==> src/common/drac_pkg.sv <==
// ----------------------------------------------------------
// Register bus address map shared by the register bank, the
// health monitor and the top level. Import where needed.
// ----------------------------------------------------------
package drac_pkg;

    localparam int REG_ADDR_W = 16;
    localparam int REG_DATA_W = 32;

    // Region codes, upper address nibble
    localparam logic [3:0] REGION_MAIN  = 4'h0;
    localparam logic [3:0] REGION_BOARD = 4'hB;

    // Main region offsets, low nibble
    localparam logic [3:0] OFF_POT_DATA = 4'h0;
    localparam logic [3:0] OFF_ENC_LOAD = 4'h4;
    localparam logic [3:0] OFF_ENC_DATA = 4'h5;

    // Board-specific registers
    localparam logic [11:0] BRD_CRC_ERR  = 12'h000;
    localparam logic [11:0] BRD_CRC_GOOD = 12'h001;
    localparam logic [11:0] BRD_MV       = 12'h002;
    localparam logic [11:0] BRD_STATUS   = 12'h004;
    localparam logic [11:0] BRD_ESII     = 12'h010;
    localparam logic [11:0] BRD_INST_ID  = 12'h013;
    localparam logic [11:0] BRD_BUILD    = 12'hFFF;
    localparam logic [11:0] BRD_ESPMV_EN = 12'h102;

    localparam logic [REG_DATA_W-1:0] READ_DEFAULT = 32'h0000_CCCC;

    localparam logic [15:0] MV_NOMINAL   = 16'd36570; // 48 V
    localparam logic [15:0] MV_TOLERANCE = 16'd3657;  // About 4.8 V

    localparam int NUM_AXES = 7;

endpackage

==> src/common/espm_pkg.sv <==
// ----------------------------------------------------------
// ESPM instrument frame layout. Word addresses, field widths
// and the union that decodes one position or pot word.
// ----------------------------------------------------------
package espm_pkg;

    localparam int ESPM_WORDS  = 64;
    localparam int ESPM_ADDR_W = 6;
    localparam int ENC_W       = 24;
    localparam int POT_W       = 12;

    localparam logic [ENC_W-1:0] ENC_MIDRANGE = 24'h80_0000;

    // Group field in word address bits 5:3, axis index in 2:0
    localparam logic [2:0] GRP_POS = 3'd1;
    localparam logic [2:0] GRP_POT = 3'd2;

    localparam logic [ESPM_ADDR_W-1:0] ESPM_ADDR_ESII    = 6'h00; // Bit 1 is ESII link good
    localparam logic [ESPM_ADDR_W-1:0] ESPM_ADDR_INST_ID = 6'h18;

    typedef union packed {
        struct packed {
            logic [7:0]       pad;
            logic [ENC_W-1:0] value;
        } pos;
        struct packed {
            logic [13:0]      pad_hi;
            logic [POT_W-1:0] value;
            logic [5:0]       pad_lo;
        } pot;
    } espm_word_u;

endpackage

==> src/common/axis_if.sv <==
// ----------------------------------------------------------
// Link between the register bank and one encoder axis.
// Bank side writes the preload, axis side returns its state
// ----------------------------------------------------------
`timescale 1ns/1ps

interface axis_if;
    import espm_pkg::*;

    logic             preload_wen;
    logic [ENC_W-1:0] preload_data;
    logic [ENC_W-1:0] enc_data;     // Position plus offset
    logic [ENC_W-1:0] preload;
    logic [POT_W-1:0] pot;

    modport reg_bank (
        output preload_wen, preload_data,
        input  enc_data, preload, pot
    );

    modport axis (
        input  preload_wen, preload_data,
        output enc_data, preload, pot
    );
endinterface

==> src/hw/espm/espm_rx_buffer.sv <==
// ----------------------------------------------------------
// Stages incoming ESPM frame words and counts good and bad
// frames. After a good frame, streams all 64 staged words
// out one per cycle so axes only see complete frames
// ----------------------------------------------------------
`timescale 1ns/1ps

module espm_rx_buffer (
    input  logic                             sysclk,
    input  logic                             arst_n,
    input  logic                             rx_load,
    input  logic [espm_pkg::ESPM_ADDR_W-1:0] rx_sel,
    input  logic [31:0]                      rx_data,
    input  logic                             rx_eof,
    input  logic                             rx_crc_good,
    output logic                             commit_valid,
    output logic [espm_pkg::ESPM_ADDR_W-1:0] commit_addr,
    output logic [31:0]                      commit_data,
    output logic [31:0]                      crc_good_count,
    output logic [31:0]                      crc_err_count,
    output logic                             frame_good
);
    import espm_pkg::*;

    logic [31:0]            stage_mem [ESPM_WORDS];
    logic                   wr_en;
    logic [ESPM_ADDR_W-1:0] wr_addr;
    logic [31:0]            wr_data;
    logic                   copy_busy;
    logic [ESPM_ADDR_W-1:0] rd_addr;

    // ------------------------------------------------------------
    // Staging and commit data path
    // ------------------------------------------------------------
    always_ff @(posedge sysclk) begin
        if (rx_load) begin
            wr_addr <= rx_sel;
            wr_data <= rx_data;
        end
        if (wr_en)
            stage_mem[wr_addr] <= wr_data;  // Lands one cycle after load
        commit_data <= stage_mem[rd_addr];
        commit_addr <= rd_addr;
    end

    // ------------------------------------------------------------
    // Copy FSM
    // ------------------------------------------------------------
    always_ff @(posedge sysclk or negedge arst_n) begin
        if (!arst_n) begin
            wr_en        <= 1'b0;
            copy_busy    <= 1'b0;
            rd_addr      <= '0;
            commit_valid <= 1'b0;
        end else begin
            wr_en        <= rx_load;
            commit_valid <= copy_busy;
            if (copy_busy) begin
                rd_addr <= rd_addr + 1'b1;   // Wraps back to 0 after the last word
                if (rd_addr == ESPM_ADDR_W'(ESPM_WORDS - 1))
                    copy_busy <= 1'b0;
            end else if (rx_crc_good) begin
                copy_busy <= 1'b1;           // Good frame while busy is only counted
            end
        end
    end

    // Frame counters
    always_ff @(posedge sysclk or negedge arst_n) begin
        if (!arst_n) begin
            crc_good_count <= '0;
            crc_err_count  <= '0;
            frame_good     <= 1'b0;
        end else begin
            frame_good <= rx_crc_good;
            if (rx_crc_good)
                crc_good_count <= crc_good_count + 1'b1;
            if (rx_eof && !rx_crc_good)
                crc_err_count <= crc_err_count + 1'b1;
        end
    end
endmodule

==> src/hw/axis/encoder_axis.sv <==
// ----------------------------------------------------------
// One joint axis. Picks its position and pot words out of
// the commit stream and applies the host encoder preload
// ----------------------------------------------------------
`timescale 1ns/1ps

module encoder_axis #(
    parameter int AXIS_INDEX = 1
) (
    input  logic                             sysclk,
    input  logic                             arst_n,
    input  logic                             commit_valid,
    input  logic [espm_pkg::ESPM_ADDR_W-1:0] commit_addr,
    input  logic [31:0]                      commit_data,
    axis_if.axis                             link
);
    import espm_pkg::*;

    espm_word_u       word;
    logic             hit_pos;
    logic             hit_pot;
    logic [ENC_W-1:0] pos;
    logic [ENC_W-1:0] offset;
    logic [ENC_W-1:0] preload;
    logic [POT_W-1:0] pot;

    assign word    = commit_data;
    assign hit_pos = commit_valid && (commit_addr == {GRP_POS, 3'(AXIS_INDEX)});
    assign hit_pot = commit_valid && (commit_addr == {GRP_POT, 3'(AXIS_INDEX)});

    always_ff @(posedge sysclk or negedge arst_n) begin
        if (!arst_n) begin
            pos     <= '0;
            pot     <= '0;
            preload <= ENC_MIDRANGE;
            offset  <= ENC_MIDRANGE;
        end else begin
            if (hit_pos)
                pos <= word.pos.value;
            if (hit_pot)
                pot <= word.pot.value;
            if (link.preload_wen) begin
                preload <= link.preload_data;
                offset  <= link.preload_data - pos; // Modulo 2**24
            end
        end
    end

    assign link.enc_data = pos + offset;
    assign link.preload  = preload;
    assign link.pot      = pot;
endmodule

==> src/hw/reg_bank.sv <==
// ----------------------------------------------------------
// Register bank. Decodes host writes to the axis preloads
// and ESPM supply enable, and muxes every readable register
// onto reg_rdata combinationally
// ----------------------------------------------------------
`timescale 1ns/1ps

module reg_bank (
    input  logic                             sysclk,
    input  logic                             arst_n,
    input  logic [drac_pkg::REG_ADDR_W-1:0]  reg_raddr,
    input  logic [drac_pkg::REG_ADDR_W-1:0]  reg_waddr,
    input  logic [drac_pkg::REG_DATA_W-1:0]  reg_wdata,
    input  logic                             reg_wen,
    input  logic                             commit_valid,
    input  logic [espm_pkg::ESPM_ADDR_W-1:0] commit_addr,
    input  logic [31:0]                      commit_data,
    input  logic [31:0]                      crc_good_count,
    input  logic [31:0]                      crc_err_count,
    input  logic [15:0]                      mv,
    input  logic                             mv_good,
    input  logic                             espm_comm_good,
    output logic [drac_pkg::REG_DATA_W-1:0]  reg_rdata,
    output logic                             espmv_en,
    axis_if.reg_bank                         axes [drac_pkg::NUM_AXES]
);
    import drac_pkg::*;
    import espm_pkg::*;

    logic             preload_wr;
    logic [3:0]       rd_axis;
    logic [2:0]       rd_idx;
    logic             axis_ok;
    logic [31:0]      esii_word;
    logic [31:0]      inst_id_word;
    logic [ENC_W-1:0] enc_data_a [NUM_AXES];
    logic [ENC_W-1:0] preload_a  [NUM_AXES];
    logic [POT_W-1:0] pot_a      [NUM_AXES];

    // ------------------------------------------------------------
    // Writes
    // ------------------------------------------------------------
    assign preload_wr = reg_wen && (reg_waddr[15:12] == REGION_MAIN)
                        && (reg_waddr[3:0] == OFF_ENC_LOAD);

    for (genvar g = 0; g < NUM_AXES; g++) begin : g_axis
        assign axes[g].preload_wen  = preload_wr && (reg_waddr[7:4] == 4'(g + 1));
        assign axes[g].preload_data = reg_wdata[ENC_W-1:0];
        assign enc_data_a[g]        = axes[g].enc_data;
        assign preload_a[g]         = axes[g].preload;
        assign pot_a[g]             = axes[g].pot;
    end

    always_ff @(posedge sysclk or negedge arst_n) begin
        if (!arst_n)
            espmv_en <= 1'b1;                // Supply on out of reset
        else if (reg_wen && reg_waddr[15:12] == REGION_BOARD
                 && reg_waddr[11:0] == BRD_ESPMV_EN)
            espmv_en <= reg_wdata[0];
    end

    // Misc frame words
    always_ff @(posedge sysclk) begin
        if (commit_valid && commit_addr == ESPM_ADDR_ESII)
            esii_word <= commit_data;
        if (commit_valid && commit_addr == ESPM_ADDR_INST_ID)
            inst_id_word <= commit_data;
    end

    // ------------------------------------------------------------
    // Read mux
    // ------------------------------------------------------------
    assign rd_axis = reg_raddr[7:4];
    assign rd_idx  = 3'(rd_axis - 4'd1);
    assign axis_ok = (rd_axis != 4'd0) && (rd_axis <= 4'(NUM_AXES));

    always_comb begin
        reg_rdata = READ_DEFAULT;
        case (reg_raddr[15:12])
            REGION_MAIN: begin
                if (axis_ok) begin
                    case (reg_raddr[3:0])
                        OFF_POT_DATA: reg_rdata = REG_DATA_W'(pot_a[rd_idx]);
                        OFF_ENC_LOAD: reg_rdata = REG_DATA_W'(preload_a[rd_idx]);
                        OFF_ENC_DATA: reg_rdata = REG_DATA_W'(enc_data_a[rd_idx]);
                        default:      reg_rdata = READ_DEFAULT;
                    endcase
                end
            end
            REGION_BOARD: begin
                case (reg_raddr[11:0])
                    BRD_CRC_ERR:  reg_rdata = crc_err_count;
                    BRD_CRC_GOOD: reg_rdata = crc_good_count;
                    BRD_MV:       reg_rdata = REG_DATA_W'(mv);
                    BRD_STATUS:   reg_rdata = REG_DATA_W'({espmv_en, mv_good, espm_comm_good});
                    BRD_ESII:     reg_rdata = esii_word;
                    BRD_INST_ID:  reg_rdata = inst_id_word;
                    BRD_BUILD:    reg_rdata = 32'd2;   // Build number
                    default:      reg_rdata = READ_DEFAULT;
                endcase
            end
            default: reg_rdata = READ_DEFAULT;
        endcase
    end
endmodule

==> src/hw/health_monitor.sv <==
// ----------------------------------------------------------
// Motor supply window check and ESPM link watchdog. The
// watchdog drops when no good frame arrived in a tick period
// ----------------------------------------------------------
`timescale 1ns/1ps

module health_monitor #(
    parameter int WDT_PERIOD = 100_000
) (
    input  logic        sysclk,
    input  logic        arst_n,
    input  logic        mv_valid,
    input  logic [15:0] mv_sample,
    input  logic        frame_good,
    output logic [15:0] mv,
    output logic        mv_good,
    output logic        espm_comm_good
);
    import drac_pkg::*;

    localparam int          TICK_W = $clog2(WDT_PERIOD);
    localparam logic [15:0] MV_LOW  = MV_NOMINAL - MV_TOLERANCE;
    localparam logic [15:0] MV_HIGH = MV_NOMINAL + MV_TOLERANCE;

    logic [TICK_W-1:0] tick_cnt;
    logic              tick;
    logic [9:0]        good_cnt;
    logic [9:0]        good_prev;   // Good count seen at last tick

    always_ff @(posedge sysclk or negedge arst_n) begin
        if (!arst_n) begin
            mv      <= '0;
            mv_good <= 1'b0;
        end else if (mv_valid) begin
            mv      <= mv_sample;
            mv_good <= (mv_sample > MV_LOW) && (mv_sample < MV_HIGH); // Strictly inside
        end
    end

    assign tick = (tick_cnt == TICK_W'(WDT_PERIOD - 1));

    always_ff @(posedge sysclk or negedge arst_n) begin
        if (!arst_n) begin
            tick_cnt       <= '0;
            good_cnt       <= '0;
            good_prev      <= '0;
            espm_comm_good <= 1'b0;
        end else begin
            tick_cnt <= tick ? '0 : tick_cnt + 1'b1;
            if (frame_good)
                good_cnt <= good_cnt + 1'b1;
            if (tick) begin
                good_prev      <= good_cnt;
                espm_comm_good <= (good_cnt != good_prev);
            end
        end
    end
endmodule

==> src/hw/drac_top.sv <==
// ----------------------------------------------------------
// Joint controller data path. Link frames in, register bus
// out. WDT_PERIOD sets the link watchdog tick in cycles
// ----------------------------------------------------------
`timescale 1ns/1ps

module drac_top #(
    parameter int WDT_PERIOD = 100_000
) (
    input  logic                              sysclk,
    input  logic                              arst_n,
    // ESPM link words
    input  logic                              rx_load,
    input  logic [espm_pkg::ESPM_ADDR_W-1:0]  rx_sel,
    input  logic [31:0]                       rx_data,
    input  logic                              rx_eof,
    input  logic                              rx_crc_good,
    // Motor supply samples
    input  logic                              mv_valid,
    input  logic [15:0]                       mv_sample,
    // Register bus
    input  logic [drac_pkg::REG_ADDR_W-1:0]   reg_raddr,
    input  logic [drac_pkg::REG_ADDR_W-1:0]   reg_waddr,
    input  logic [drac_pkg::REG_DATA_W-1:0]   reg_wdata,
    input  logic                              reg_wen,
    output logic [drac_pkg::REG_DATA_W-1:0]   reg_rdata,
    output logic                              espmv_en,
    output logic                              mv_good,
    output logic                              espm_comm_good
);
    import drac_pkg::*;
    import espm_pkg::*;

    logic                   commit_valid;
    logic [ESPM_ADDR_W-1:0] commit_addr;
    logic [31:0]            commit_data;
    logic [31:0]            crc_good_count;
    logic [31:0]            crc_err_count;
    logic                   frame_good;
    logic [15:0]            mv;

    axis_if axis_bus [NUM_AXES] ();

    espm_rx_buffer u_rx_buffer (
        .sysclk, .arst_n,
        .rx_load, .rx_sel, .rx_data, .rx_eof, .rx_crc_good,
        .commit_valid, .commit_addr, .commit_data,
        .crc_good_count, .crc_err_count, .frame_good
    );

    for (genvar g = 0; g < NUM_AXES; g++) begin : g_axis
        encoder_axis #(.AXIS_INDEX(g + 1)) u_axis ( // Axes numbered from 1
            .sysclk, .arst_n,
            .commit_valid, .commit_addr, .commit_data,
            .link(axis_bus[g])
        );
    end

    reg_bank u_reg_bank (
        .sysclk, .arst_n,
        .reg_raddr, .reg_waddr, .reg_wdata, .reg_wen,
        .commit_valid, .commit_addr, .commit_data,
        .crc_good_count, .crc_err_count,
        .mv, .mv_good, .espm_comm_good,
        .reg_rdata, .espmv_en,
        .axes(axis_bus)
    );

    health_monitor #(.WDT_PERIOD(WDT_PERIOD)) u_health (
        .sysclk, .arst_n,
        .mv_valid, .mv_sample, .frame_good,
        .mv, .mv_good, .espm_comm_good
    );
endmodule

==> config.mk <==
export PLATFORM = sky130hd
export DESIGN_NAME = drac_top
export DESIGN_NICKNAME = d
export VERILOG_FILES = /design/src/common/drac_pkg.sv /design/src/common/espm_pkg.sv /design/src/common/axis_if.sv /design/src/hw/espm/espm_rx_buffer.sv /design/src/hw/axis/encoder_axis.sv /design/src/hw/reg_bank.sv /design/src/hw/health_monitor.sv /design/src/hw/drac_top.sv
export SDC_FILE = /design/constraint.sdc
export NUM_CORES = 2
export LEC_CHECK = 0
export BUFFER_PORTS_ARGS = -buffer_cell sky130_fd_sc_hd__buf_2
export CAP_MARGIN = 15
export CORE_MARGIN = 5
export CORE_UTILIZATION = 35
export CTS_CLUSTER_SIZE = 14
export DETAILED_ROUTE_END_ITERATION = 10
export PLACE_DENSITY = 0.47
export SLEW_MARGIN = 5
export SYNTH_ARGS = -nofsm -noshare
export SYNTH_HDL_FRONTEND = slang
export SYNTH_SLANG_ARGS = --single-unit
==> constraint.sdc <==
create_clock -name sysclk -period 18.5 [get_ports sysclk]
set_clock_uncertainty 0.05 [all_clocks]
set_input_delay 4.625 -clock sysclk [delete_from_list [all_inputs] [get_ports sysclk]]
set_output_delay 4.625 -clock sysclk [all_outputs]
set_load 0.01 [all_outputs]
==> impl_metrics.json <==
{
  "seq_area_frac_synth_pct": 64.9,
  "grt_pass1_vias": 75300,
  "hold_path.class": "register to register",
  "grt.total_usage_pct": 20.4,
  "hpwl_microns": 243000,
  "r2r_cells": 6,
  "dieArea_sq_um": 379000,
  "holdPathStages": 0,
  "end_kind": "output port",
  "initialDrtViolationCount": 6995,
  "final_nets": 8683,
  "syn_inst": 7896,
  "relSlewSlack_pct": 13.5,
  "die_h_microns": 616,
  "finalSetupTns_ns": 0,
  "drt-pass1-iter-count": 8,
  "register_area_sq_um": 83300,
  "drtAntennaViolNets": 0,
  "clkTransAtPathRegs_ns": 0.06,
  "min_period_ns": 14.01,
  "max_stage_delay_ns": 0.81,
  "synth_edf_count": 2150,
  "hp-start": "u_rx_buffer.rd_addr[5]",
  "nFillCells": 33300,
  "clk-insertion-delay-late_ns": 0.93,
  "ys_warn_count": 0,
  "vdd_drop_max_uv": 133,
  "setup-violations-final": 0,
  "grt_pass1_wl_microns": 563000,
  "multi_input_area_sq_um": 43400,
  "cp_data_required_time_ns": 13.83,
  "clockRootBuffer": "clkbuf_16",
  "syn_avg_cell_area_sq_um": 16.3,
  "path_cells": "buf_6, inv_2, ha_4, buf_4, mux2_2, a221oi_1, nor3_1, nor3_1, o22ai_1, buf_2",
  "ys_ff_latch": 2906,
  "postCtsHoldBufs": 0,
  "clock_sinks": 2906,
  "cts_tree": "done",
  "cpMaxStageDelayCell": "nor3_1",
  "drc": 0,
  "synth_area_sq_um": 128000,
  "cts_max_level": 5,
  "synthArstFlopShare_pct": 24.7,
  "tightest_slew_ns": 1.29,
  "ys_types": 108,
  "ios": 160,
  "vias_per_cell": 5.51,
  "syn_nets": 8365,
  "critPathLaunch": "reg_raddr[4]",
  "numPortBuffers": 151,
  "post-route-period-util_pct": 75.7,
  "drt_wl_total_microns": 394000,
  "power_density_nw_per_um2": 143,
  "postCtsSetupBuffers": 0,
  "cp.depth": 10,
  "crit_arrival_ns": 9.34,
  "maxCapViolCount": 0,
  "syn_to_final_growth_pct": 14.2,
  "leakagePower_nw": 53.0,
  "drv_slew": 0,
  "rows": 222,
  "cts_buffers": 328,
  "fmax_mhz": 71.4,
  "hold_slack_ns": 0.350,
  "dp_worst_setup_slack_ns": 4.42,
  "placed_area_sq_um": 136000,
  "ys_dominant_reg_cell": "edfxtp_1",
  "core_sq_um": 366000,
  "cp_common_cell": "nor3_1",
  "wl_per_cell_microns": 29.6,
  "reg2reg_from": "u_rx_buffer.rd_addr[0]",
  "grt-ovfl-total": 0,
  "hold_viol_final": 0,
  "setup_ws_ns": 4.49,
  "die_w_microns": 616,
  "grt_antenna_before_repair": 28,
  "routabilityCongestion": 0.882,
  "worstSetupStartpointType": "input port",
  "cp_top_family": "buffers and inverters",
  "grt_max_degree": 122,
  "fin_area_sq_um": 147000,
  "critPathMaxFanout": 49,
  "vias": 73300,
  "clk_path_buf_depth": 4,
  "status": "completed",
  "cp_num_buf_inv": 4,
  "drive_above_1_share_pct": 24.5,
  "cts_resized": 0,
  "worstSetupPathType": "input port to output port",
  "rsz0062_at_grt": "false",
  "initial_core_util_pct": 35.1
}
## power breakdown
group | leakage [nW] | switching, W | internal, W | total [W]
clock | 5.17 | 0.00273 | 0.00375 | 0.00649
combinational | 18.6 | 0.00355 | 0.00283 | 0.00638
sequential | 29.2 | 0.000539 | 0.00750 | 0.00804
## layer usage
layer	vias to the layer above	routed length, microns	track usage (%)	share of wire [%]
li1	31700	-	-	-
met4	2	11000	5.38	2.8
met5	-	13	0	0.0033
met2	1890	192000	34.3	49
met1	39100	174000	28.2	44
met3	528	17600	2.28	4.5
## cell usage after synthesis (all sizes together), types with 11 or more instances
library cell | number | area share [%]
inv | 224 | 0.65
dfstp | 15 | 0.31
a21oi | 283 | 1.1
a211oi | 35 | 0.22
o22ai | 15 | 0.073
a31oi | 43 | 0.22
o21a | 32 | 0.19
and3 | 39 | 0.19
xnor2 | 205 | 1.4
a21o | 137 | 0.80
o31ai | 29 | 0.21
xor2 | 169 | 1.2
a221o | 21 | 0.16
a311oi | 12 | 0.087
mux4 | 721 | 13
nand4 | 47 | 0.23
a222oi | 30 | 0.23
nor2b | 46 | 0.23
o21bai | 38 | 0.22
a221oi | 32 | 0.25
or3 | 23 | 0.12
nor3 | 86 | 0.34
o211ai | 34 | 0.20
nor3b | 25 | 0.15
edfxtp | 2150 | 50
or2 | 11 | 0.054
nor2 | 277 | 0.81
fa | 14 | 0.22
and4 | 11 | 0.075
o311ai | 16 | 0.11
nand2b | 37 | 0.18
nor4 | 11 | 0.058
and2 | 19 | 0.093
ha | 330 | 3.2
a21boi | 12 | 0.073
mux2 | 379 | 3.3
nand2 | 525 | 1.5
nand3 | 101 | 0.40
clkbuf | 260 | 0.76
o21ai | 386 | 1.5
dfxtp | 38 | 0.59
dfrtp | 703 | 14
a22oi | 20 | 0.12
buf | 99 | 0.37
mux2i | 31 | 0.24
## area by class of cell
cell class | count | share of cell area (%)
clock buffers | 438 | 6.12
multi-input cells | 4406 | 29.6
repair buffers | 347 | 1.56
diodes | 12 | 0.0205
inverters | 225 | 0.576
flip-flops and latches | 2906 | 56.8
well taps | 4816 | 4.11
clock inverters | 155 | 1.14
## metrics by stage
step	power [W]	utilization, %	cells
final	0.0209	40.1	13300
after global routing	0.0219	40.1	13300
after CTS	0.0212	40.1	13300
after detailed placement	0.0146	37.2	12700
after global placement	0.0146	37.2	12700
after floorplan	0.0123	-	7896
## layout by cell type (no fill, tap or decap), types with 40 or more instances in the layout
| cell type | count |
|---|---|
| nor3_1 | 82 |
| a21oi_1 | 282 |
| nor2_4 | 68 |
| xor2_1 | 168 |
| nor2b_1 | 44 |
| buf_4 | 192 |
| clkbuf_16 | 332 |
| buf_2 | 149 |
| nand2_1 | 524 |
| clkbuf_1 | 80 |
| nor2_1 | 207 |
| clkinv_1 | 51 |
| nand4_1 | 46 |
| inv_1 | 222 |
| ha_1 | 329 |
| edfxtp_1 | 2150 |
| nand3_1 | 99 |
| clkinv_2 | 43 |
| o21ai_0 | 359 |
| mux4_2 | 721 |
| a21o_1 | 137 |
| dfrtp_1 | 697 |
| mux2_2 | 379 |
| xnor2_1 | 204 |
| a31oi_1 | 40 |
## flip-flops by register name, indices dropped and copies added (netlist names), 10 cells and up
register / flops
u_rx_buffer.crc_err_count: 32
u_rx_buffer.commit_data: 32
u_reg_bank.esii_word: 32
u_health.good_cnt: 10
u_health.good_prev: 10
g_axis.u_axis.pos: 168
g_axis.u_axis.link.preload: 168
u_health.mv: 16
u_rx_buffer.crc_good_count: 32
u_rx_buffer.stage_mem: 2048
g_axis.u_axis.offset: 168
u_rx_buffer.wr_data: 32
u_reg_bank.inst_id_word: 32
g_axis.u_axis.link.pot: 84
u_health.tick_cnt: 17
## worst paths after layout
path / slack [ns] / endpoint
worst max-delay path: 4.49 / reg_rdata[1]
worst min-delay path: 0.35 / u_rx_buffer.commit_addr[5]
worst max register to register: 13.20 / u_rx_buffer.commit_data[10]
worst min register to register: 0.35 / u_rx_buffer.commit_addr[5]
max in group asynchronous: 11.44 / g_axis[0].u_axis.offset[21]
min in group asynchronous: 3.73 / g_axis[4].u_axis.offset[11]
## kinds of logic (layout without fill, tap and decap cells)
group / count (synthesis) / after routing / share of synthesized area (%)
compound gates: 1263 / 1263 / 6.45
fa+ha+maj: 344 / 344 / 3.43
mux: 1131 / 1131 / 16.2
flops: 2906 / 2906 / 64.9
xor+xnor: 374 / 374 / 2.55
buf+inv: 584 / 1165 / 1.78
other cells: 0 / 12 / 0
simple gates: 1294 / 1294 / 4.70
(Power assumes the default switching activity.)
